File: src/rtl/dcache_pkg.sv
package dcache_pkg;

    localparam int ADDR_W         = 32;
    localparam int WORD_W         = 64;
    localparam int BUS_W          = 128;
    localparam int NUM_WAYS       = 4;
    localparam int WORDS_PER_LINE = 8;     // 64 byte lines
    localparam int BEATS_PER_LINE = 4;
    localparam int DEFAULT_SET_W  = 7;     // 128 sets

    typedef logic [ADDR_W-1:0]                  addr_t;
    typedef logic [WORD_W-1:0]                  word_t;
    typedef logic [BUS_W-1:0]                   beat_t;
    typedef logic [WORD_W/8-1:0]                mask_t;
    typedef logic [$clog2(NUM_WAYS)-1:0]        way_t;
    typedef logic [NUM_WAYS-1:0]                way_vec_t;
    typedef logic [NUM_WAYS-2:0]                plru_t;
    typedef logic [$clog2(BEATS_PER_LINE)-1:0]  beat_cnt_t;

    typedef enum logic [2:0] {
        RUN,
        WB_ADDR,
        WB_DATA,
        WB_RESP,
        FILL_ADDR,
        FILL_DATA,
        FILL_DONE
    } ctrl_state_t;

endpackage

File: src/rtl/dcache_plru.sv
`timescale 1ns/100ps

module dcache_plru
    import dcache_pkg::*;
(
    input  logic        clk,
    input  logic        resetn,
    input  logic        touch_en_i,
    input  way_t        touch_way_i,
    input  way_vec_t    valid_vec_i,
    output way_t        victim_o
);

    // bit 2 picks the pair, bit 1 ways 0/1, bit 0 ways 2/3
    plru_t tree_q;

    always_ff @(posedge clk or negedge resetn) begin
        if (!resetn) begin
            tree_q <= '0;
        end else if (touch_en_i) begin
            case (touch_way_i)
                2'd0:    tree_q <= {1'b1, 1'b1, tree_q[0]};
                2'd1:    tree_q <= {1'b1, 1'b0, tree_q[0]};
                2'd2:    tree_q <= {1'b0, tree_q[1], 1'b1};
                default: tree_q <= {1'b0, tree_q[1], 1'b0};
            endcase
        end
    end

    always_comb begin
        victim_o = tree_q[2] ? {1'b1, tree_q[0]} : {1'b0, tree_q[1]};
        for (int w = NUM_WAYS - 1; w >= 0; w--) begin
            if (!valid_vec_i[w]) begin
                victim_o = way_t'(w);   // lowest invalid way wins
            end
        end
    end

endmodule

File: config.mk
export PLATFORM = sky130hd
export DESIGN_NAME = dcache_plru
export DESIGN_NICKNAME = d
export VERILOG_FILES = /design/src/rtl/dcache_pkg.sv /design/src/rtl/dcache_plru.sv
export SDC_FILE = /design/constraint.sdc
export NUM_CORES = 1
export LEC_CHECK = 0
export BUFFER_PORTS_ARGS = -buffer_cell sky130_fd_sc_hd__buf_2
export CAP_MARGIN = 20
export CORE_AREA = 2 2 39 41
export CTS_CLUSTER_SIZE = 24
export DETAILED_ROUTE_END_ITERATION = 6
export DIE_AREA = 0 0 41 43
export PLACE_DENSITY_LB_ADDON = 0.12
export SYNTH_ARGS = -nofsm -noshare
export SYNTH_HDL_FRONTEND = slang
export SYNTH_SLANG_ARGS = --single-unit
File: constraint.sdc
create_clock -name clk -period 1 [get_ports clk]
set_clock_uncertainty 0.1 [all_clocks]
set_input_delay 0.2 -clock clk [delete_from_list [all_inputs] [get_ports clk]]
set_output_delay 0.2 -clock clk [all_outputs]
set_load 0.01 [all_outputs]
==> out/results.tsv, run 1 <==
metric	value	unit
synth_most_common_cell	inv_1	
cts_tree	done	
synth_area_per_cell	9.49	µm²
ant_nets	0	
start_kind	flop	
synthCells	17	
async_flop_share	100	%
placed_area	253	µm²
reg_top3	tree_q (3)	
synthTopCellsByArea	dfrtp_1, mux2i_1, inv_1, a311oi_1, and2b_1	
gp_congestion	0.698	
fin_cells	50	
grt_setup_unrepaired	yes	
detail_route.wl_per_cell	8.62	µm
path_cells	mux2i_1 > a311oi_2 > buf_2	
place_ws	-0.163	ns
die_x	41	µm
design_area	289	µm²
drc	0	
synthDistinctLibCells	9	
netlist_area	161	µm²
drive_gt1_share	47.1	%
initial_core_util	11.7	%
largest_register_ffs	3	
grt_max_degree	4	
die_h	43	µm
status	complete, but fails checks	
layout_setup_ws	-0.403	ns
fin_crit	1.40	ns
area_delta_synth_final	79.1	%
max_freq	713	MHz
critPathTopFamily	flip-flops	
grt_pass1_wl	745	µm
tightest_slew	0.165	ns
drtPass1Iterations	2	
root_buffer	clkbuf_4	
syn_nets	26	
synth_commonest_cells	inv_1, dfrtp_1, mux2i_1, nand2_1	
p_per_area	1520	mW/mm²
setup_viol_count_final	2	
cp-end-kind	output port	
grt_pass1_vias	194	
cp_num_buf_inv	1	
numPortBuffers	10	
synth.top_cell.area_share	46.5	%
antenna_found_initial	0	
critPathArrivalTime	1.10	ns
final_nets	44	
critPathKind	flop to output port	
yosys.area.top_type	dfrtp_1	
vias	172	
r2r_slack	0.19	ns
viasPerCell	3.44	
crit_fanout	2	
violations	negative setup slack	
clock_sinks	3	
numCtsBuffers	3	
coreArea	0.00138	mm²
maxCapViolCount	0	
largest-register	tree_q	
maxSlewViolCount	0	
crit_slowest_cell	dfrtp_1	
die_area	0.00176	mm²
worst_hold_path_type	input port to flop	
clk_pin_slew	0.04	ns
maxSlewHeadroom	88.7	%
grt_use_total	7.12	%
seq_area_frac_synth	46.5	%
ys_ff_latch	3	
hold_viol	0	
peakVddDrop	0.000582	V
rows	14	
cts_max_level	1	
finalCritPeriodShare	140	%
clkLatencyLatePin	0.23	ns
place_inst	45	
slowest_delay	0.38	ns
cp_data_required_time	0.70	ns
num_antenna_cells	0	
ios	11	
clock_path_buffers	2	
yosysWarnings	0	
synth_flop_cell	dfrtp_1	
drtIter0Drc	1	
overflow	0	
finalWirelength	431	µm
p_leak	0.164	nW
dp_hpwl	350	µm
synth_edf_count	0	
[power by group]
part / total [mW] / internal [mW] / switching (mW) / leakage [nW]
logic: 0.0818 / 0.0470 / 0.0347 / 0.114
registers: 0.146 / 0.138 / 0.00868 / 0.0353
clock network: 0.212 / 0.150 / 0.0627 / 0.0150
total: 0.440 / 0.334 / 0.106 / 0.164
[routing by layer]
metal | up-vias | track usage (%) | share of wire, %
met5 | - | 0 | 0
met4 | 0 | 6.00 | 0
met3 | 0 | 6.28 | 7.7
met2 | 8 | 9.69 | 47
met1 | 74 | 6.09 | 45
li1 | 90 | - | -
[cell families after synthesis]
group           count (synthesis)  share of synthesized area (%)
mux                             3                           18.6
simple gates                    4                           13.2
compound gates                  3                           12.4
buf+inv                         4                           9.30
flops                           3                           46.5
[worst register-to-register path, delay by kind of cell (launching register included)]
family                 cells  cell delay (ns)
buffers and inverters      2             0.17
multiplexers               1             0.05
flip-flops                 1             0.37
[area by class of cell]
cell class,instances,area [µm²]
fill,160,1090
sequential,3,75.1
timing repair buffer,13,75.1
tap,16,20.0
multi-input combinational,10,77.6
inverter,4,15.0
clock buffer,4,26.3
[cell usage in the layout (no fill, tap or decap)]
master / n
dlygate4sd3_1: 1
buf_4: 2
mux2i_1: 3
a31oi_1: 1
inv_1: 4
nand2_1: 2
a311oi_2: 1
buf_2: 10
o21ai_0: 1
dfrtp_1: 3
clkbuf_1: 1
clkbuf_4: 3
and2b_1: 1
nand2b_1: 1
[worst paths after layout]
| kind | from | endpoint | depth (start not counted) |
|---|---|---|---|
| max | tree_q[2] | victim_o[0] | 3 |
| min | touch_way_i[0] | tree_q[0] | 2 |
| max reg2reg | tree_q[0] | tree_q[0] | 3 |
| min reg2reg | tree_q[1] | tree_q[1] | 2 |
| max in group asynchronous | resetn | tree_q[2] | 2 |
| min in group asynchronous | resetn | tree_q[1] | 2 |
[per-stage QoR]
step / power [mW] / util (%) / TNS, ns / hold WS (ns)
final: 0.440 / 20.9 / -0.606 / 0.0582
after global routing: 0.489 / 20.9 / -0.803 / 0.0510
after CTS: 0.461 / 20.9 / -0.657 / 0.0501
after detailed placement: 0.229 / 18.3 / -0.163 / -0.0991
after global placement: 0.230 / 18.3 / -0.162 / -0.101
after floorplan: 0.183 / - / -0.0630 / -0.196
[repair_timing]
action / 4_1_cts / 5_1_grt
setup buffers: 0 / 0
endpoints found under the hold margin: 3 / 0
gates resized for setup: 0 / 0
pin swaps: 0 / 0
setup endpoints to repair: 2 / 2
hold buffers: 1 / 0
Power figures use the tool's default switching activity.
==> inputs of run 2 (changes only) <==
Settings changed: CELL_PAD_IN_SITES_DETAIL_PLACEMENT set to 0, CELL_PAD_IN_SITES_GLOBAL_PLACEMENT set to 1.
==> run 2 against run 1 <==
Net effect: the flow still finishes with violations (negative setup slack); clock power barely moved; via count rose by 1.7%; critical path type unchanged; die area did not move.
==> out/results.tsv, run 2 (synthesized netlist as in run 1, its figures left out) <==
metric	value	unit	change
maxSlewViolCount	0		unchanged
grt_setup_unrepaired	yes		unchanged
peakVddDrop	0.000546	V	was 0.000582 V
crit_slowest_cell	dfrtp_1		unchanged
register_area	75.1	µm²	unchanged
status	complete, but fails checks		unchanged
die_h	43	µm	unchanged
numCtsBuffers	3		unchanged
multi_input_area	77.6	µm²	unchanged
hold_end	tree_q[1]		was tree_q[0]
critPathArrivalTime	1.11	ns	was 1.10 ns
critPathTopFamily	flip-flops		unchanged
num_antenna_cells	0		unchanged
p_per_area	1540	mW/mm²	was 1520 mW/mm²
gp_congestion	0.645		was 0.698
die_area	0.00176	mm²	unchanged
finalCritPeriodShare	141	%	was 140%
vias	175		was 172
grt_pass1_wl	731	µm	was 745 µm
drtIter0Drc	2		was 1
cts_tree	done		unchanged
worst_hold_path_type	input port to flop		unchanged
violations	negative setup slack		unchanged
cp_num_buf_inv	1		unchanged
r2r_slack	0.22	ns	was 0.19 ns
hold_depth	2		unchanged
cts_max_level	1		unchanged
finalWirelength	418	µm	was 431 µm
hold_viol	0		unchanged
detail_route.wl_per_cell	8.53	µm	was 8.62 µm
area_delta_synth_final	74.4	%	was 79.1%
cp_data_required_time	0.70	ns	about the same
maxCapViolCount	0		unchanged
grt_pass1_vias	187		was 194
initial_core_util	11.7	%	unchanged
root_buffer	clkbuf_4		unchanged
start_kind	flop		unchanged
grt_max_degree	4		unchanged
path_cells	mux2i_1 > a311oi_2 > buf_2		unchanged
coreArea	0.00138	mm²	unchanged
slowest_delay	0.38	ns	about the same
post-cts-setup-buffer-count	0		unchanged
final_cell_mix	buf_2, inv_1, mux2i_1, clkbuf_4, dfrtp_1		unchanged
viasPerCell	3.57		was 3.44
ant_nets	0		unchanged
dp_hpwl	348	µm	was 350 µm
reg2reg_from	tree_q[2]		was tree_q[0]
antenna_found_initial	0		unchanged
timing.hold.ws	0.0696	ns	was 0.0582 ns
fillCellCount	157		was 160
crit_fanout	2		unchanged
drive_gt1_share	45.5	%	was 47.1%
max_freq	709	MHz	was 713 MHz
setup_viol_count_final	2		unchanged
grt_use_total	7.05	%	was 7.12%
ios	11		unchanged
min-delay-start	touch_way_i[0]		unchanged
reg_top3	tree_q (3)		unchanged
clock_sinks	3		unchanged
tightest_slew	0.171	ns	was 0.165 ns
fin_crit	1.41	ns	was 1.40 ns
overflow	0		unchanged
largest-register	tree_q		unchanged
clock_path_buffers	2		unchanged
r2r_cells	2		was 3
worstReg2RegEnd	tree_q[2]		was tree_q[0]
rows	14		unchanged
drtPass1Iterations	2		unchanged
drc	0		unchanged
layout_commonest_cell	buf_2		unchanged
cp-end-kind	output port		unchanged
numPortBuffers	10		unchanged
clk_pin_slew	0.04	ns	about the same
maxSlewHeadroom	88.2	%	was 88.7%
layout_setup_ws	-0.410	ns	was -0.403 ns
clkLatencyLatePin	0.23	ns	about the same
final_nets	43		was 44
design_area	282	µm²	was 289 µm²
largest_register_ffs	3		unchanged
critPathKind	flop to output port		unchanged
placed_area	245	µm²	was 253 µm²
p_leak	0.159	nW	was 0.164 nW
die_x	41	µm	unchanged
-- run 2: changes by cell type in the layout (fill, tap and decap cells not counted), sizes merged --
cell	before	now
buf	12	11
-- run 2: repair_timing --
action / CTS / global route
setup endpoints to repair: 2 / 2
pin swaps: 0 / 0
hold buffers: 1 / 0
endpoints found under the hold margin: 3 / 0
resized for setup: 0 / 0
-- run 2: worst max path at each step --
stage / start / end / slack [ns] / depth (start not counted)
CTS: tree_q[2] / victim_o[0] / -0.44 / 3
floorplan: tree_q[2] / victim_o[0] / -0.06 / 2
global route: tree_q[2] / victim_o[0] / -0.49 / 3
finish: tree_q[2] / victim_o[0] / -0.41 / 3
detailed placement: tree_q[2] / victim_o[0] / -0.18 / 3
global placement: tree_q[2] / victim_o[0] / -0.16 / 3
-- run 2: layout make-up --
cell class              count  share of cell area (%)
clock buffers               4                    9.33
inverters                   4                    5.33
multi-input cells          10                    27.6
flip-flops and latches      3                    26.7
well taps                  16                    7.11
repair buffers             12                    24.0
-- run 2: worst reg2reg max path, stage by stage, from the launching register on --
cell and delay [ns]:
dfrtp_1 0.35, inv_1 0.06, o21ai_0 0.18
-- run 2: per-layer routing --
layer	wire, µm	up-vias	track usage, %
met3	32	2	3.14
met4	16	0	8.00
met1	154	79	6.49
met2	214	6	10.0
li1	-	88	-
met5	0	-	0
-- run 2: power breakdown --
group          internal [mW]  switching, mW  total, mW
registers              0.138        0.00883      0.147
clock network          0.150         0.0634      0.213
logic                 0.0402         0.0349     0.0751
total                  0.328          0.107      0.435
-- run 2: stage by stage --
step | setup TNS, ns | cells | utilization (%) | power [mW] | setup WS [ns]
floorplan | -0.0630 | 17 | - | 0.183 | -0.0630
global placement | -0.158 | 44 | 17.7 | 0.224 | -0.158
detailed placement | -0.192 | 44 | 17.7 | 0.223 | -0.178
CTS | -0.669 | 49 | 20.3 | 0.453 | -0.439
global route | -0.759 | 49 | 20.3 | 0.476 | -0.489
finish | -0.616 | 49 | 20.3 | 0.435 | -0.410
==> inputs of run 3 (changes only) <==
Settings changed: CAP_MARGIN 20 to 15.
Clock period 1 ns to 1.7 ns, I/O delays scaled along.
==> run 3 against run 2 <==
Net effect: the run now ends clean; highest routed layer is now met3; final cell count fell by 2.0%; global-route usage fell by 0.91 points; combinational power fell by 48%.
==> out/results.tsv, run 3 (synthesized netlist as in run 1, its figures left out) <==
metric	value	unit	change
setup_viol_count_final	0		was 2
die_x	41	µm	unchanged
root_buffer	clkbuf_4		unchanged
coreArea	0.00138	mm²	unchanged
die_h	43	µm	unchanged
crit_fanout	2		unchanged
initial_core_util	11.7	%	unchanged
overflow	0		unchanged
grtUsageMet1	4.85	%	was 6.49%
reg_top3	tree_q (3)		unchanged
switching_share	23.5	%	was 24.6%
antenna_found_initial	0		unchanged
grt_setup_unrepaired	no		was yes
worst_hold_path_type	input port to flop		unchanged
clk_pin_slew	0.04	ns	about the same
fillCellCount	164		was 157
rows	14		unchanged
vias	164		was 175
clkLatencyLatePin	0.23	ns	about the same
peakVddDrop	0.000342	V	was 0.000546 V
final_nets	42		was 43
cp_data_required_time	1.26	ns	was 0.70 ns
p_total	0.249	mW	was 0.435 mW
grt_pass1_wl	655	µm	was 731 µm
clock_path_buffers	2		unchanged
pwr-share-seq	34.5	%	was 33.7%
numPortBuffers	10		unchanged
tightest_slew	0.194	ns	was 0.171 ns
finalWirelength	392	µm	was 418 µm
fin_crit	1.58	ns	
status	completed		was complete, but fails checks
num_antenna_cells	0		unchanged
final_cell_mix	buf_2, inv_1, mux2i_1, clkbuf_4, dfrtp_1		unchanged
maxSlewViolCount	0		unchanged
largest-register	tree_q		unchanged
drive_gt1_share	40.6	%	was 45.5%
gp_congestion	0.598		was 0.645
timing.hold.ws	0.207	ns	was 0.0696 ns
p_per_area	928	mW/mm²	was 1540 mW/mm²
use_met2	8.44	%	was 10.0%
setup_tns	0	ns	was -0.616 ns
ant_nets	0		unchanged
area_delta_synth_final	65.9	%	was 74.4%
share_comb_of_total_power	15.9	%	was 17.3%
busiest_layer	met2		unchanged
post-cts-setup-buffer-count	0		unchanged
maxCapViolCount	0		unchanged
p_int	0.190	mW	was 0.328 mW
maxSlewHeadroom	86.9	%	was 88.2%
cp-end-kind	output port		unchanged
detail_route.wl_per_cell	8.17	µm	was 8.53 µm
cts_max_level	1		unchanged
ios	11		unchanged
clock_sinks	3		unchanged
largest_register_ffs	3		unchanged
grt_util_met3	3.66	%	was 3.14%
drc	0		unchanged
finalCritPeriodShare	93.2	%	
viasPerCell	3.42		was 3.57
max_freq	631	MHz	
cts_tree	done		unchanged
drtIter0Drc	7		was 2
layout_commonest_cell	buf_2		unchanged
grt_pass1_vias	188		was 187
drtPass1Iterations	2		unchanged
grt_use_total	6.14	%	was 7.05%
hold_viol	0		unchanged
grt_max_degree	4		unchanged
p_switching	0.0585	mW	was 0.107 mW
numCtsBuffers	3		unchanged
critPathKind	flop to output port		unchanged
power.share.clock	49.7	%	was 49.0%
start_kind	flop		unchanged
p_leak	0.153	nW	was 0.159 nW
die_area	0.00176	mm²	unchanged
critPathArrivalTime	1.14	ns	was 1.11 ns
[run 3: cell types whose count changed in the layout (fill, tap and decap cells not counted)]
cell / change
a311oi_2: -1
a311oi_1: +1
buf_4: -1
[run 3: critical path, stage by stage, from the launching register on]
cell      delay (ns)
dfrtp_1         0.38
mux2i_1         0.12
a311oi_1        0.24
buf_2           0.17
[run 3: final cells by class]
| cell class | count | area [µm²] | area share [%] |
|---|---|---|---|
| Multi-Input combinational cell | 10 | 71.3 | 26.6 |
| Inverter | 4 | 15.0 | 5.61 |
| Timing Repair Buffer | 11 | 60.1 | 22.4 |
| Sequential cell | 3 | 75.1 | 28.0 |
| Clock buffer | 4 | 26.3 | 9.81 |
| Tap cell | 16 | 20.0 | 7.48 |
[run 3: worst paths after layout]
| check | endpoint | cells past startpoint | slack, ns | from |
|---|---|---|---|---|
| max | victim_o[0] | 3 | 0.12 | tree_q[2] |
| min | tree_q[0] | 2 | 0.21 | touch_way_i[0] |
| max reg2reg | tree_q[2] | 2 | 0.90 | tree_q[2] |
| min reg2reg | tree_q[1] | 2 | 0.43 | tree_q[1] |
| max in group asynchronous | tree_q[1] | 2 | 1.06 | resetn |
| min in group asynchronous | tree_q[0] | 2 | 0.33 | resetn |
[run 3: timing repair]
action / 4_1_cts / 5_1_grt
hold endpoints to repair: 3 / 0
resized for setup: 0 / 0
endpoints found under the setup margin: 0 / 0
hold buffers: 1 / 0
[run 3: power groups by stage]
stage	clock [mW]	sequential (mW)	combinational, mW
floorplan	0	0.0858	0.0199
global placement	0	0.0870	0.0390
detailed placement	0	0.0867	0.0388
CTS	0.132	0.0858	0.0406
global route	0.138	0.0868	0.0443
finish	0.123	0.0856	0.0394
[run 3: routing by layer]
metal  vias to the layer above  wire, µm
met1                        75       151
met4                         0         0
li1                         85         -
met5                         -         0
met3                         0        32
met2                         4       209
[run 3: through the flow]
| stage | instances | utilization, % | setup WS, ns | cell area [µm²] |
|---|---|---|---|---|
| detailed placement | 43 | 16.7 | 0.268 | 231 |
| global route | 48 | 19.3 | 0.00259 | 268 |
| floorplan | 17 | - | 0.376 | 161 |
| global placement | 43 | 16.7 | 0.282 | 231 |
| CTS | 48 | 19.3 | 0.0875 | 268 |
| finish | 48 | 19.3 | 0.115 | 268 |
