===== config.mk =====
export PLATFORM = sky130hd
export DESIGN_NAME = dcache_ctrl_flat
export DESIGN_NICKNAME = d
export VERILOG_FILES = /design/src/rtl/dcache_pkg.sv /design/src/rtl/dcache_array_if.sv /design/src/rtl/dcache_ctrl.sv /design/src/flat_wrapper.sv
export SDC_FILE = /design/constraint.sdc
export NUM_CORES = 1
export LEC_CHECK = 0
export BUFFER_PORTS_ARGS = -buffer_cell sky130_fd_sc_hd__buf_2
export CAP_MARGIN = 20
export CORE_AREA = 2 2 502 504
export DETAILED_ROUTE_END_ITERATION = 10
export DIE_AREA = 0 0 504 506
export PLACE_DENSITY = 0.3
export SLEW_MARGIN = 40
export SYNTH_ARGS = -nofsm -noshare
export SYNTH_HDL_FRONTEND = slang
export SYNTH_SLANG_ARGS = --single-unit

===== constraint.sdc =====
create_clock -name clk -period 6.75 [get_ports clk]
set_input_delay 1.35 -clock clk [delete_from_list [all_inputs] [get_ports clk]]
set_output_delay 1.35 -clock clk [all_outputs]
set_load 0.01 [all_outputs]

===== src/rtl/dcache_pkg.sv =====
package dcache_pkg;

    localparam int ADDR_W         = 32;
    localparam int WORD_W         = 64;
    localparam int BUS_W          = 128;
    localparam int NUM_WAYS       = 4;
    localparam int WORDS_PER_LINE = 8;     // 64 byte lines
    localparam int BEATS_PER_LINE = 4;
    localparam int DEFAULT_SET_W  = 7;     // 128 sets

    typedef logic [ADDR_W-1:0]                  addr_t;
    typedef logic [WORD_W-1:0]                  word_t;
    typedef logic [BUS_W-1:0]                   beat_t;
    typedef logic [WORD_W/8-1:0]                mask_t;
    typedef logic [$clog2(NUM_WAYS)-1:0]        way_t;
    typedef logic [NUM_WAYS-1:0]                way_vec_t;
    typedef logic [NUM_WAYS-2:0]                plru_t;
    typedef logic [$clog2(BEATS_PER_LINE)-1:0]  beat_cnt_t;

    typedef enum logic [2:0] {
        RUN,
        WB_ADDR,
        WB_DATA,
        WB_RESP,
        FILL_ADDR,
        FILL_DATA,
        FILL_DONE
    } ctrl_state_t;

endpackage


===== src/rtl/dcache_array_if.sv =====
`timescale 1ns/100ps

interface dcache_array_if
    import dcache_pkg::*;
#(
    parameter int SET_W = DEFAULT_SET_W
);

    localparam int OFF_W  = $clog2(WORDS_PER_LINE * WORD_W / 8);
    localparam int WIDX_W = $clog2(WORDS_PER_LINE);
    localparam int TAG_W  = ADDR_W - SET_W - OFF_W;

    logic                               rd_en;
    logic [SET_W-1:0]                   rd_set;
    logic [WIDX_W-1:0]                  rd_word;

    logic [BUS_W/WORD_W-1:0]            wr_en;      // word enables within the beat
    way_t                               wr_way;
    logic [SET_W+WIDX_W-1:0]            wr_word;    // set and word
    beat_t                              wr_data;

    logic                               tag_en;
    way_t                               tag_way;
    logic [SET_W-1:0]                   tag_set;
    logic [TAG_W-1:0]                   tag;
    logic                               tag_valid;
    logic                               tag_dirty;

    logic [NUM_WAYS-1:0][TAG_W-1:0]     rd_tags;
    way_vec_t                           rd_valid;
    way_vec_t                           rd_dirty;
    beat_t [NUM_WAYS-1:0]               rd_data;    // whole beat per way

    modport ctrl (
        output rd_en, rd_set, rd_word,
        output wr_en, wr_way, wr_word, wr_data,
        output tag_en, tag_way, tag_set, tag, tag_valid, tag_dirty,
        input  rd_tags, rd_valid, rd_dirty, rd_data
    );

    modport mem (
        input  rd_en, rd_set, rd_word,
        input  wr_en, wr_way, wr_word, wr_data,
        input  tag_en, tag_way, tag_set, tag, tag_valid, tag_dirty,
        output rd_tags, rd_valid, rd_dirty, rd_data
    );

endinterface


===== src/rtl/dcache_ctrl.sv =====
`timescale 1ns/100ps

module dcache_ctrl
    import dcache_pkg::*;
#(
    parameter int SET_W = DEFAULT_SET_W
)(
    input  logic            clk,
    input  logic            resetn,

    input  logic            req_i,
    input  addr_t           addr_i,
    input  logic            wr_i,
    input  word_t           wr_data_i,
    input  mask_t           mask_i,
    output logic            ready_o,
    output logic            resp_valid_o,
    output word_t           rd_data_o,

    input  logic            arready_i,
    output addr_t           araddr_o,
    output logic            arvalid_o,
    input  logic            rvalid_i,
    input  beat_t           rdata_i,
    output logic            rready_o,
    input  logic            awready_i,
    output addr_t           awaddr_o,
    output logic            awvalid_o,
    input  logic            wready_i,
    output beat_t           wdata_o,
    output logic            wvalid_o,
    output logic            wlast_o,
    input  logic            bvalid_i,
    output logic            bready_o,

    dcache_array_if.ctrl    arr,

    output logic            touch_en_o,
    output way_t            touch_way_o,
    output way_vec_t        valid_vec_o,
    input  way_t            victim_i
);

    localparam int OFF_W  = $clog2(WORDS_PER_LINE * WORD_W / 8);
    localparam int BYTE_W = $clog2(WORD_W / 8);
    localparam int WIDX_W = $clog2(WORDS_PER_LINE);
    localparam int TAG_W  = ADDR_W - SET_W - OFF_W;
    localparam int WPB    = BUS_W / WORD_W;

    ctrl_state_t        state;
    logic               req_q;      // request in lookup
    addr_t              addr_q;
    logic               wr_q;
    word_t              wdata_q;
    mask_t              mask_q;
    way_t               way_q;      // victim way of the miss
    logic [TAG_W-1:0]   vtag_q;
    word_t              crit_q;
    beat_cnt_t          beat_cnt;

    logic [TAG_W-1:0]   req_tag;
    logic [SET_W-1:0]   req_set;
    logic [WIDX_W-1:0]  req_word;
    way_vec_t           hit_vec;
    way_t               hit_way;
    logic               hit;
    logic               miss;
    logic               accept;
    logic               victim_dirty;
    word_t              hit_word;
    word_t              merged;
    beat_cnt_t          beat_nxt;

    function automatic word_t merge_bytes(word_t old_w, word_t new_w, mask_t m);
        word_t res;
        res = old_w;
        for (int b = 0; b < WORD_W / 8; b++) begin
            if (m[b]) begin
                res[b*8 +: 8] = new_w[b*8 +: 8];
            end
        end
        return res;
    endfunction

    assign req_tag  = addr_q[ADDR_W-1 -: TAG_W];
    assign req_set  = addr_q[OFF_W +: SET_W];
    assign req_word = addr_q[BYTE_W +: WIDX_W];

    always_comb begin
        hit_vec = '0;
        hit_way = '0;
        for (int w = 0; w < NUM_WAYS; w++) begin
            hit_vec[w] = arr.rd_valid[w] && (arr.rd_tags[w] == req_tag);
            if (hit_vec[w]) begin
                hit_way = way_t'(w);
            end
        end
    end

    assign hit          = (state == RUN) && req_q && (|hit_vec);
    assign miss         = (state == RUN) && req_q && !(|hit_vec);
    assign ready_o      = (state == RUN) && !miss;
    assign accept       = req_i && ready_o;
    assign victim_dirty = arr.rd_valid[victim_i] && arr.rd_dirty[victim_i];
    assign hit_word     = arr.rd_data[hit_way][req_word[0]*WORD_W +: WORD_W];
    assign merged       = merge_bytes((state == FILL_DONE) ? crit_q : hit_word, wdata_q, mask_q);
    assign beat_nxt     = beat_cnt + {1'b0, (wvalid_o && wready_i)};   // wb reads one beat ahead

    assign valid_vec_o  = arr.rd_valid;
    assign touch_en_o   = hit || (state == FILL_DONE);
    assign touch_way_o  = (state == FILL_DONE) ? way_q : hit_way;

    assign resp_valid_o = hit || (state == FILL_DONE);
    assign rd_data_o    = (state == FILL_DONE) ? crit_q : hit_word;

    assign awvalid_o    = (state == WB_ADDR);
    assign awaddr_o     = {vtag_q, req_set, {OFF_W{1'b0}}};
    assign wvalid_o     = (state == WB_DATA);
    assign wdata_o      = arr.rd_data[way_q];
    assign wlast_o      = wvalid_o && (beat_cnt == beat_cnt_t'(BEATS_PER_LINE - 1));
    assign bready_o     = (state == WB_RESP);
    assign arvalid_o    = (state == FILL_ADDR);
    assign araddr_o     = {addr_q[ADDR_W-1:OFF_W], {OFF_W{1'b0}}};
    assign rready_o     = (state == FILL_DATA);

    always_comb begin
        arr.rd_en     = 1'b0;
        arr.rd_set    = req_set;
        arr.rd_word   = {beat_nxt, 1'b0};
        arr.wr_en     = '0;
        arr.wr_way    = way_q;
        arr.wr_word   = {req_set, beat_cnt, 1'b0};
        arr.wr_data   = rdata_i;
        arr.tag_en    = 1'b0;
        arr.tag_way   = way_q;
        arr.tag_set   = req_set;
        arr.tag       = req_tag;
        arr.tag_valid = 1'b1;
        arr.tag_dirty = wr_q;
        case (state)
            RUN: begin
                arr.rd_en   = accept;
                arr.rd_set  = addr_i[OFF_W +: SET_W];
                arr.rd_word = addr_i[BYTE_W +: WIDX_W];
                if (hit && wr_q) begin
                    arr.wr_en   = WPB'(1) << req_word[0];
                    arr.wr_way  = hit_way;
                    arr.wr_word = {req_set, req_word};
                    arr.wr_data = {WPB{merged}};
                    arr.tag_en  = 1'b1;     // mark line dirty
                    arr.tag_way = hit_way;
                end
            end
            WB_ADDR, WB_DATA: begin
                arr.rd_en = 1'b1;
            end
            FILL_DATA: begin
                arr.wr_en = {WPB{rvalid_i}};
            end
            FILL_DONE: begin
                arr.tag_en = 1'b1;
                if (wr_q) begin
                    arr.wr_en   = WPB'(1) << req_word[0];
                    arr.wr_word = {req_set, req_word};
                    arr.wr_data = {WPB{merged}};
                end
            end
            default: begin
            end
        endcase
    end

    always_ff @(posedge clk or negedge resetn) begin
        if (!resetn) begin
            state    <= RUN;
            req_q    <= 1'b0;
            beat_cnt <= '0;
        end else begin
            req_q <= accept;
            case (state)
                RUN: begin
                    beat_cnt <= '0;
                    if (miss) begin
                        state <= victim_dirty ? WB_ADDR : FILL_ADDR;
                    end
                end
                WB_ADDR: begin
                    if (awready_i) begin
                        state <= WB_DATA;
                    end
                end
                WB_DATA: begin
                    if (wready_i) begin
                        beat_cnt <= beat_cnt + 1'b1;
                        if (wlast_o) begin
                            state <= WB_RESP;
                        end
                    end
                end
                WB_RESP: begin
                    if (bvalid_i) begin
                        state <= FILL_ADDR;
                    end
                end
                FILL_ADDR: begin
                    if (arready_i) begin
                        state <= FILL_DATA;
                    end
                end
                FILL_DATA: begin
                    if (rvalid_i) begin
                        beat_cnt <= beat_cnt + 1'b1;
                        if (beat_cnt == beat_cnt_t'(BEATS_PER_LINE - 1)) begin
                            state <= FILL_DONE;
                        end
                    end
                end
                default: begin
                    state <= RUN;
                end
            endcase
        end
    end

    always_ff @(posedge clk) begin
        if (accept) begin
            addr_q  <= addr_i;
            wr_q    <= wr_i;
            wdata_q <= wr_data_i;
            mask_q  <= mask_i;
        end
        if (miss) begin
            way_q  <= victim_i;
            vtag_q <= arr.rd_tags[victim_i];
        end
        if (state == FILL_DATA && rvalid_i && beat_cnt == req_word[WIDX_W-1:1]) begin
            crit_q <= rdata_i[req_word[0]*WORD_W +: WORD_W];    // critical word
        end
    end

endmodule


===== src/flat_wrapper.sv =====
// flat-port wrapper written by rule: the top's interface ports become plain ports
module dcache_ctrl_flat import dcache_pkg::*;
#(
    parameter int SET_W = DEFAULT_SET_W
)
  (clk, resetn, req_i, addr_i, wr_i, wr_data_i, mask_i, ready_o, resp_valid_o, rd_data_o, arready_i, araddr_o, arvalid_o, rvalid_i, rdata_i, rready_o, awready_i, awaddr_o, awvalid_o, wready_i, wdata_o, wvalid_o, wlast_o, bvalid_i, bready_o, touch_en_o, touch_way_o, valid_vec_o, victim_i, arr_rd_en, arr_rd_set, arr_rd_word, arr_wr_en, arr_wr_way, arr_wr_word, arr_wr_data, arr_tag_en, arr_tag_way, arr_tag_set, arr_tag, arr_tag_valid, arr_tag_dirty, arr_rd_tags, arr_rd_valid, arr_rd_dirty, arr_rd_data);
  dcache_array_if #(.SET_W(SET_W)) arr_i ();
  input  logic clk;
  input  logic resetn;
  input  logic req_i;
  input  addr_t addr_i;
  input  logic wr_i;
  input  word_t wr_data_i;
  input  mask_t mask_i;
  output logic ready_o;
  output logic resp_valid_o;
  output word_t rd_data_o;
  input  logic arready_i;
  output addr_t araddr_o;
  output logic arvalid_o;
  input  logic rvalid_i;
  input  beat_t rdata_i;
  output logic rready_o;
  input  logic awready_i;
  output addr_t awaddr_o;
  output logic awvalid_o;
  input  logic wready_i;
  output beat_t wdata_o;
  output logic wvalid_o;
  output logic wlast_o;
  input  logic bvalid_i;
  output logic bready_o;
  output logic touch_en_o;
  output way_t touch_way_o;
  output way_vec_t valid_vec_o;
  input  way_t victim_i;
  output wire logic [$bits(arr_i.rd_en)-1:0] arr_rd_en;
  output wire logic [$bits(arr_i.rd_set)-1:0] arr_rd_set;
  output wire logic [$bits(arr_i.rd_word)-1:0] arr_rd_word;
  output wire logic [$bits(arr_i.wr_en)-1:0] arr_wr_en;
  output wire logic [$bits(arr_i.wr_way)-1:0] arr_wr_way;
  output wire logic [$bits(arr_i.wr_word)-1:0] arr_wr_word;
  output wire logic [$bits(arr_i.wr_data)-1:0] arr_wr_data;
  output wire logic [$bits(arr_i.tag_en)-1:0] arr_tag_en;
  output wire logic [$bits(arr_i.tag_way)-1:0] arr_tag_way;
  output wire logic [$bits(arr_i.tag_set)-1:0] arr_tag_set;
  output wire logic [$bits(arr_i.tag)-1:0] arr_tag;
  output wire logic [$bits(arr_i.tag_valid)-1:0] arr_tag_valid;
  output wire logic [$bits(arr_i.tag_dirty)-1:0] arr_tag_dirty;
  input wire logic [$bits(arr_i.rd_tags)-1:0] arr_rd_tags;
  input wire logic [$bits(arr_i.rd_valid)-1:0] arr_rd_valid;
  input wire logic [$bits(arr_i.rd_dirty)-1:0] arr_rd_dirty;
  input wire logic [$bits(arr_i.rd_data)-1:0] arr_rd_data;
  assign arr_rd_en = arr_i.rd_en;
  assign arr_rd_set = arr_i.rd_set;
  assign arr_rd_word = arr_i.rd_word;
  assign arr_wr_en = arr_i.wr_en;
  assign arr_wr_way = arr_i.wr_way;
  assign arr_wr_word = arr_i.wr_word;
  assign arr_wr_data = arr_i.wr_data;
  assign arr_tag_en = arr_i.tag_en;
  assign arr_tag_way = arr_i.tag_way;
  assign arr_tag_set = arr_i.tag_set;
  assign arr_tag = arr_i.tag;
  assign arr_tag_valid = arr_i.tag_valid;
  assign arr_tag_dirty = arr_i.tag_dirty;
  assign arr_i.rd_tags = arr_rd_tags;
  assign arr_i.rd_valid = arr_rd_valid;
  assign arr_i.rd_dirty = arr_rd_dirty;
  assign arr_i.rd_data = arr_rd_data;
  dcache_ctrl #(.SET_W(SET_W)) u_core (.clk(clk), .resetn(resetn), .req_i(req_i), .addr_i(addr_i), .wr_i(wr_i), .wr_data_i(wr_data_i), .mask_i(mask_i), .ready_o(ready_o), .resp_valid_o(resp_valid_o), .rd_data_o(rd_data_o), .arready_i(arready_i), .araddr_o(araddr_o), .arvalid_o(arvalid_o), .rvalid_i(rvalid_i), .rdata_i(rdata_i), .rready_o(rready_o), .awready_i(awready_i), .awaddr_o(awaddr_o), .awvalid_o(awvalid_o), .wready_i(wready_i), .wdata_o(wdata_o), .wvalid_o(wvalid_o), .wlast_o(wlast_o), .bvalid_i(bvalid_i), .bready_o(bready_o), .arr(arr_i), .touch_en_o(touch_en_o), .touch_way_o(touch_way_o), .valid_vec_o(valid_vec_o), .victim_i(victim_i));
endmodule

==> insert_results.sql <==
INSERT INTO impl_metrics (metric_group, metric, value, unit) VALUES
('run_status', 'run_status', 'complete, no violations', ''),
('logic_synthesis', 'synthXorXnorAreaFrac', '3.51', '%'),
('cells_and_area', 'drive_gt1_share', '52.3', '%'),
('clocking', 'cts_max_level', '4', ''),
('worst_setup_path', 'worstPathCellList', 'buf_2 > xor2_1 > nor4_1 > nand3_1 > nor2_4 > buf_12 > buf_12 > mux2i_1 > a21oi_1 > o41ai_1 > mux2i_1 > buf_2', ''),
('worst_setup_path', 'worst_ep_arrival_time', '4.87', 'ns'),
('logic_synthesis', 'ys_ff_latch', '193', ''),
('worst_setup_path', 'worst_setup_path_end_kind', 'output port', ''),
('clocking', 'cts_tree', 'built', ''),
('route', 'routed_via_density', '3.56', ''),
('logic_synthesis', 'synth.distinct_cells', '55', ''),
('worst_setup_path', 'slowest_stage_cell_on_the_critical_path', 'o41ai_1', ''),
('sta', 'report.final.setup_viol', '0', ''),
('sta', 'setup-tns-final', '0', 'ns'),
('die', 'fp.dieH', '506', 'um'),
('logic_synthesis', 'post-synth-top-count-cell', 'mux2i_1', ''),
('worst_setup_path', 'cp_required', '5.40', 'ns'),
('sta', 'maxClockFrequency', '0.161', 'GHz'),
('logic_synthesis', 'synth.largest_area_cell', 'edfxtp_1', ''),
('sta', 'period_share', '92.1', '%'),
('logic_synthesis', 'yosys.area_share.adder', '0.127', '%'),
('logic_synthesis', 'async_reset_ff_share', '3.11', '%'),
('worst_hold_path', 'hold_class', 'input pin to async pin', ''),
('sta', 'skew', '0.0337', 'ns'),
('pwr', 'comb_power_share', '57.8', '%'),
('cells_and_area', 'finalNetCount', '3974', ''),
('sta', 'hold_worst_slack', '0.605', 'ns'),
('clocking', 'hold_buffers', '0', ''),
('clocking', 'cts_post_setup_buffers_inserted', '0', ''),
('worst_setup_path', 'crit_path_max_fanout', '21', ''),
('cells_and_area', 'filler_instances', '29100', ''),
('pwr', 'report.power.total', '7.30', 'mW'),
('route', 'post-route-drc-count', '0', ''),
('sta', 'final.min_clock_period', '6.22', 'ns'),
('route', 'drtPass1Iterations', '5', ''),
('worst_setup_path', 'critPathTopFamily', 'compound AO/OA/AOI/OAI gates', ''),
('clocking', 'clk_transition_reported_paths', '0.12', 'ns'),
('route', 'dr_total_vias', '23300', ''),
('grt', 'first_global_vias', '23100', ''),
('logic_synthesis', 'post_syn_instances', '1950', ''),
('place', 'placed_cells_incl_taps', '6460', ''),
('route', 'wire_per_inst', '31.7', 'um'),
('logic_synthesis', 'fraction_of_the_mapped_netlist_area_in_compound_gates', '16.3', '%'),
('worst_setup_path', 'critPathMaxStageDelay', '0.80', 'ns'),
('clocking', 'numCtsBuffers', '17', ''),
('grt', 'first_pass_grt_wire_length', '259000', 'um'),
('logic_synthesis', 'basic_gate_share_of_the_synthesized_area_counting_and_or_nand_and_nor_cells', '11.8', '%'),
('sta', 'hold_viol_final', '0', ''),
('die', 'core.rowCount', '184', ''),
('logic_synthesis', 'synth-edff-count', '187', ''),
('cells_and_area', 'multiInputGateArea', '12500', 'um^2'),
('die', 'io_pins', '1294', ''),
('pwr', 'share_seq_of_total_power', '24.1', '%'),
('logic_synthesis', 'synth.area.top_cells', 'edfxtp_1 (29%), mux4_2 (17%), mux2i_1 (12%)', ''),
('route', 'detail_route.iter0.violations', '2023', ''),
('flow_run', 'max_cap_violations', '0', ''),
('logic_synthesis', 'combinational_family_with_the_most_area_after_synthesis', 'multiplexers', ''),
('cells_and_area', 'finish.cell_count_without_fillers', '6529', ''),
('logic_synthesis', 'synth_top_cell_area_share', '28.5', '%'),
('grt', 'global_route.usage.total', '15.6', '%'),
('pwr', 'fraction_of_power_consumed_by_the_clock_network', '18.1', '%'),
('clocking', 'cts.root.buffer_cell', 'clkbuf_16', ''),
('logic_synthesis', 'synthesis.area', '19700', 'um^2'),
('pwr', 'power.internal', '3.54', 'mW'),
('cells_and_area', 'areaGrowthSynthToFinish', '57.1', '%'),
('die', 'die_w', '504', 'um'),
('worst_setup_path', 'bufs_and_invs_on_worst_path', '4', ''),
('pwr', 'power.switching', '3.76', 'mW'),
('grt', 'globalRoute.totalOverflow', '0', ''),
('pwr', 'irDropWorstVdd', '0.000228', 'V'),
('pwr', 'p_per_area', '236', 'nW/um^2');
[cell families after synthesis]
logic type | Yosys count
and+or+nand+nor | 422
other | 2
AOI/OAI and AO/OA | 543
DFF | 193
muxes | 417
adders and majority gates | 2
buffers and inverters | 292
xor gates and xnor gates | 79
[path summary, 6_finish.rpt]
| check | start | endpoint | slack (ns) | cells after the start |
|---|---|---|---|---|
| max | arr_rd_tags[27] | arr_wr_data[19] | 0.53 | 12 |
| min | resetn | u_core.state[2] | 0.61 | 1 |
| max reg2reg | u_core.addr_q[26] | u_core.wdata_q[22] | 2.63 | 9 |
| min reg2reg | u_core.req_q | u_core.state[2] | 0.65 | 2 |
| max in group asynchronous | resetn | u_core.beat_cnt[1] | 5.95 | 1 |
| min in group clk | u_core.req_q | u_core.state[2] | 0.65 | 2 |
[power by group through the flow]
stage	clock network (mW)	registers, mW	logic [mW]
after floorplan	0	1.69	1.90
after global placement	0	1.80	4.30
after detailed placement	0	1.79	4.29
after CTS	1.44	1.76	4.31
after global routing	1.44	1.78	4.51
final	1.32	1.76	4.22
[state kept, by name, summed over array words and instances (netlist names)]
signal / cells
u_core.way_q: 2
u_core.mask_q: 8
u_core.req_q: 1
u_core.addr_q: 29
u_core.beat_cnt: 2
u_core.vtag_q: 19
u_core.state: 3
u_core.wdata_q: 64
u_core.arr.tag_dirty: 1
u_core.crit_q: 64
[cells in the final DEF, fill, tap and decap left out, types with 58 or more instances in the layout]
| cell | netlist | final |
|---|---|---|
| or3_1 | 65 | 65 |
| mux2i_1 | 229 | 229 |
| edfxtp_1 | 187 | 187 |
| o21ai_1 | 67 | 67 |
| o21ai_0 | 201 | 201 |
| nand2b_1 | 161 | 161 |
| mux4_2 | 147 | 147 |
| o31ai_1 | 66 | 66 |
| buf_2 | 22 | 1276 |
| a21oi_1 | 131 | 131 |
| buf_4 | 99 | 103 |
| nand2_1 | 118 | 118 |
| o41ai_1 | 63 | 58 |
[final cells by class]
type	count	share of cell area, %
Sequential cell	193	18.6
Inverter	42	0.526
Clock buffer	17	1.38
Antenna cell	35	0.283
Timing Repair Buffer	1403	24.7
Tap cell	3348	13.5
Clock inverter	15	0.676
Multi-Input combinational cell	1476	40.3
[layer usage]
layer | GRT usage, % | wire length (um)
met4 | 3.32 | 4680
met2 | 25.3 | 94600
met1 | 19.3 | 86700
met3 | 6.39 | 20800
met5 | 0 | 319
[metrics by stage]
stage	utilization [%]	cell area [um^2]	setup slack [ns]
after floorplan	-	19700	0.170
after global placement	12.0	30100	0.442
after detailed placement	12.1	30200	0.507
after CTS	12.3	30800	0.476
after global routing	12.3	30900	0.345
final	12.4	30900	0.533
Power figures use the tool's default switching activity.
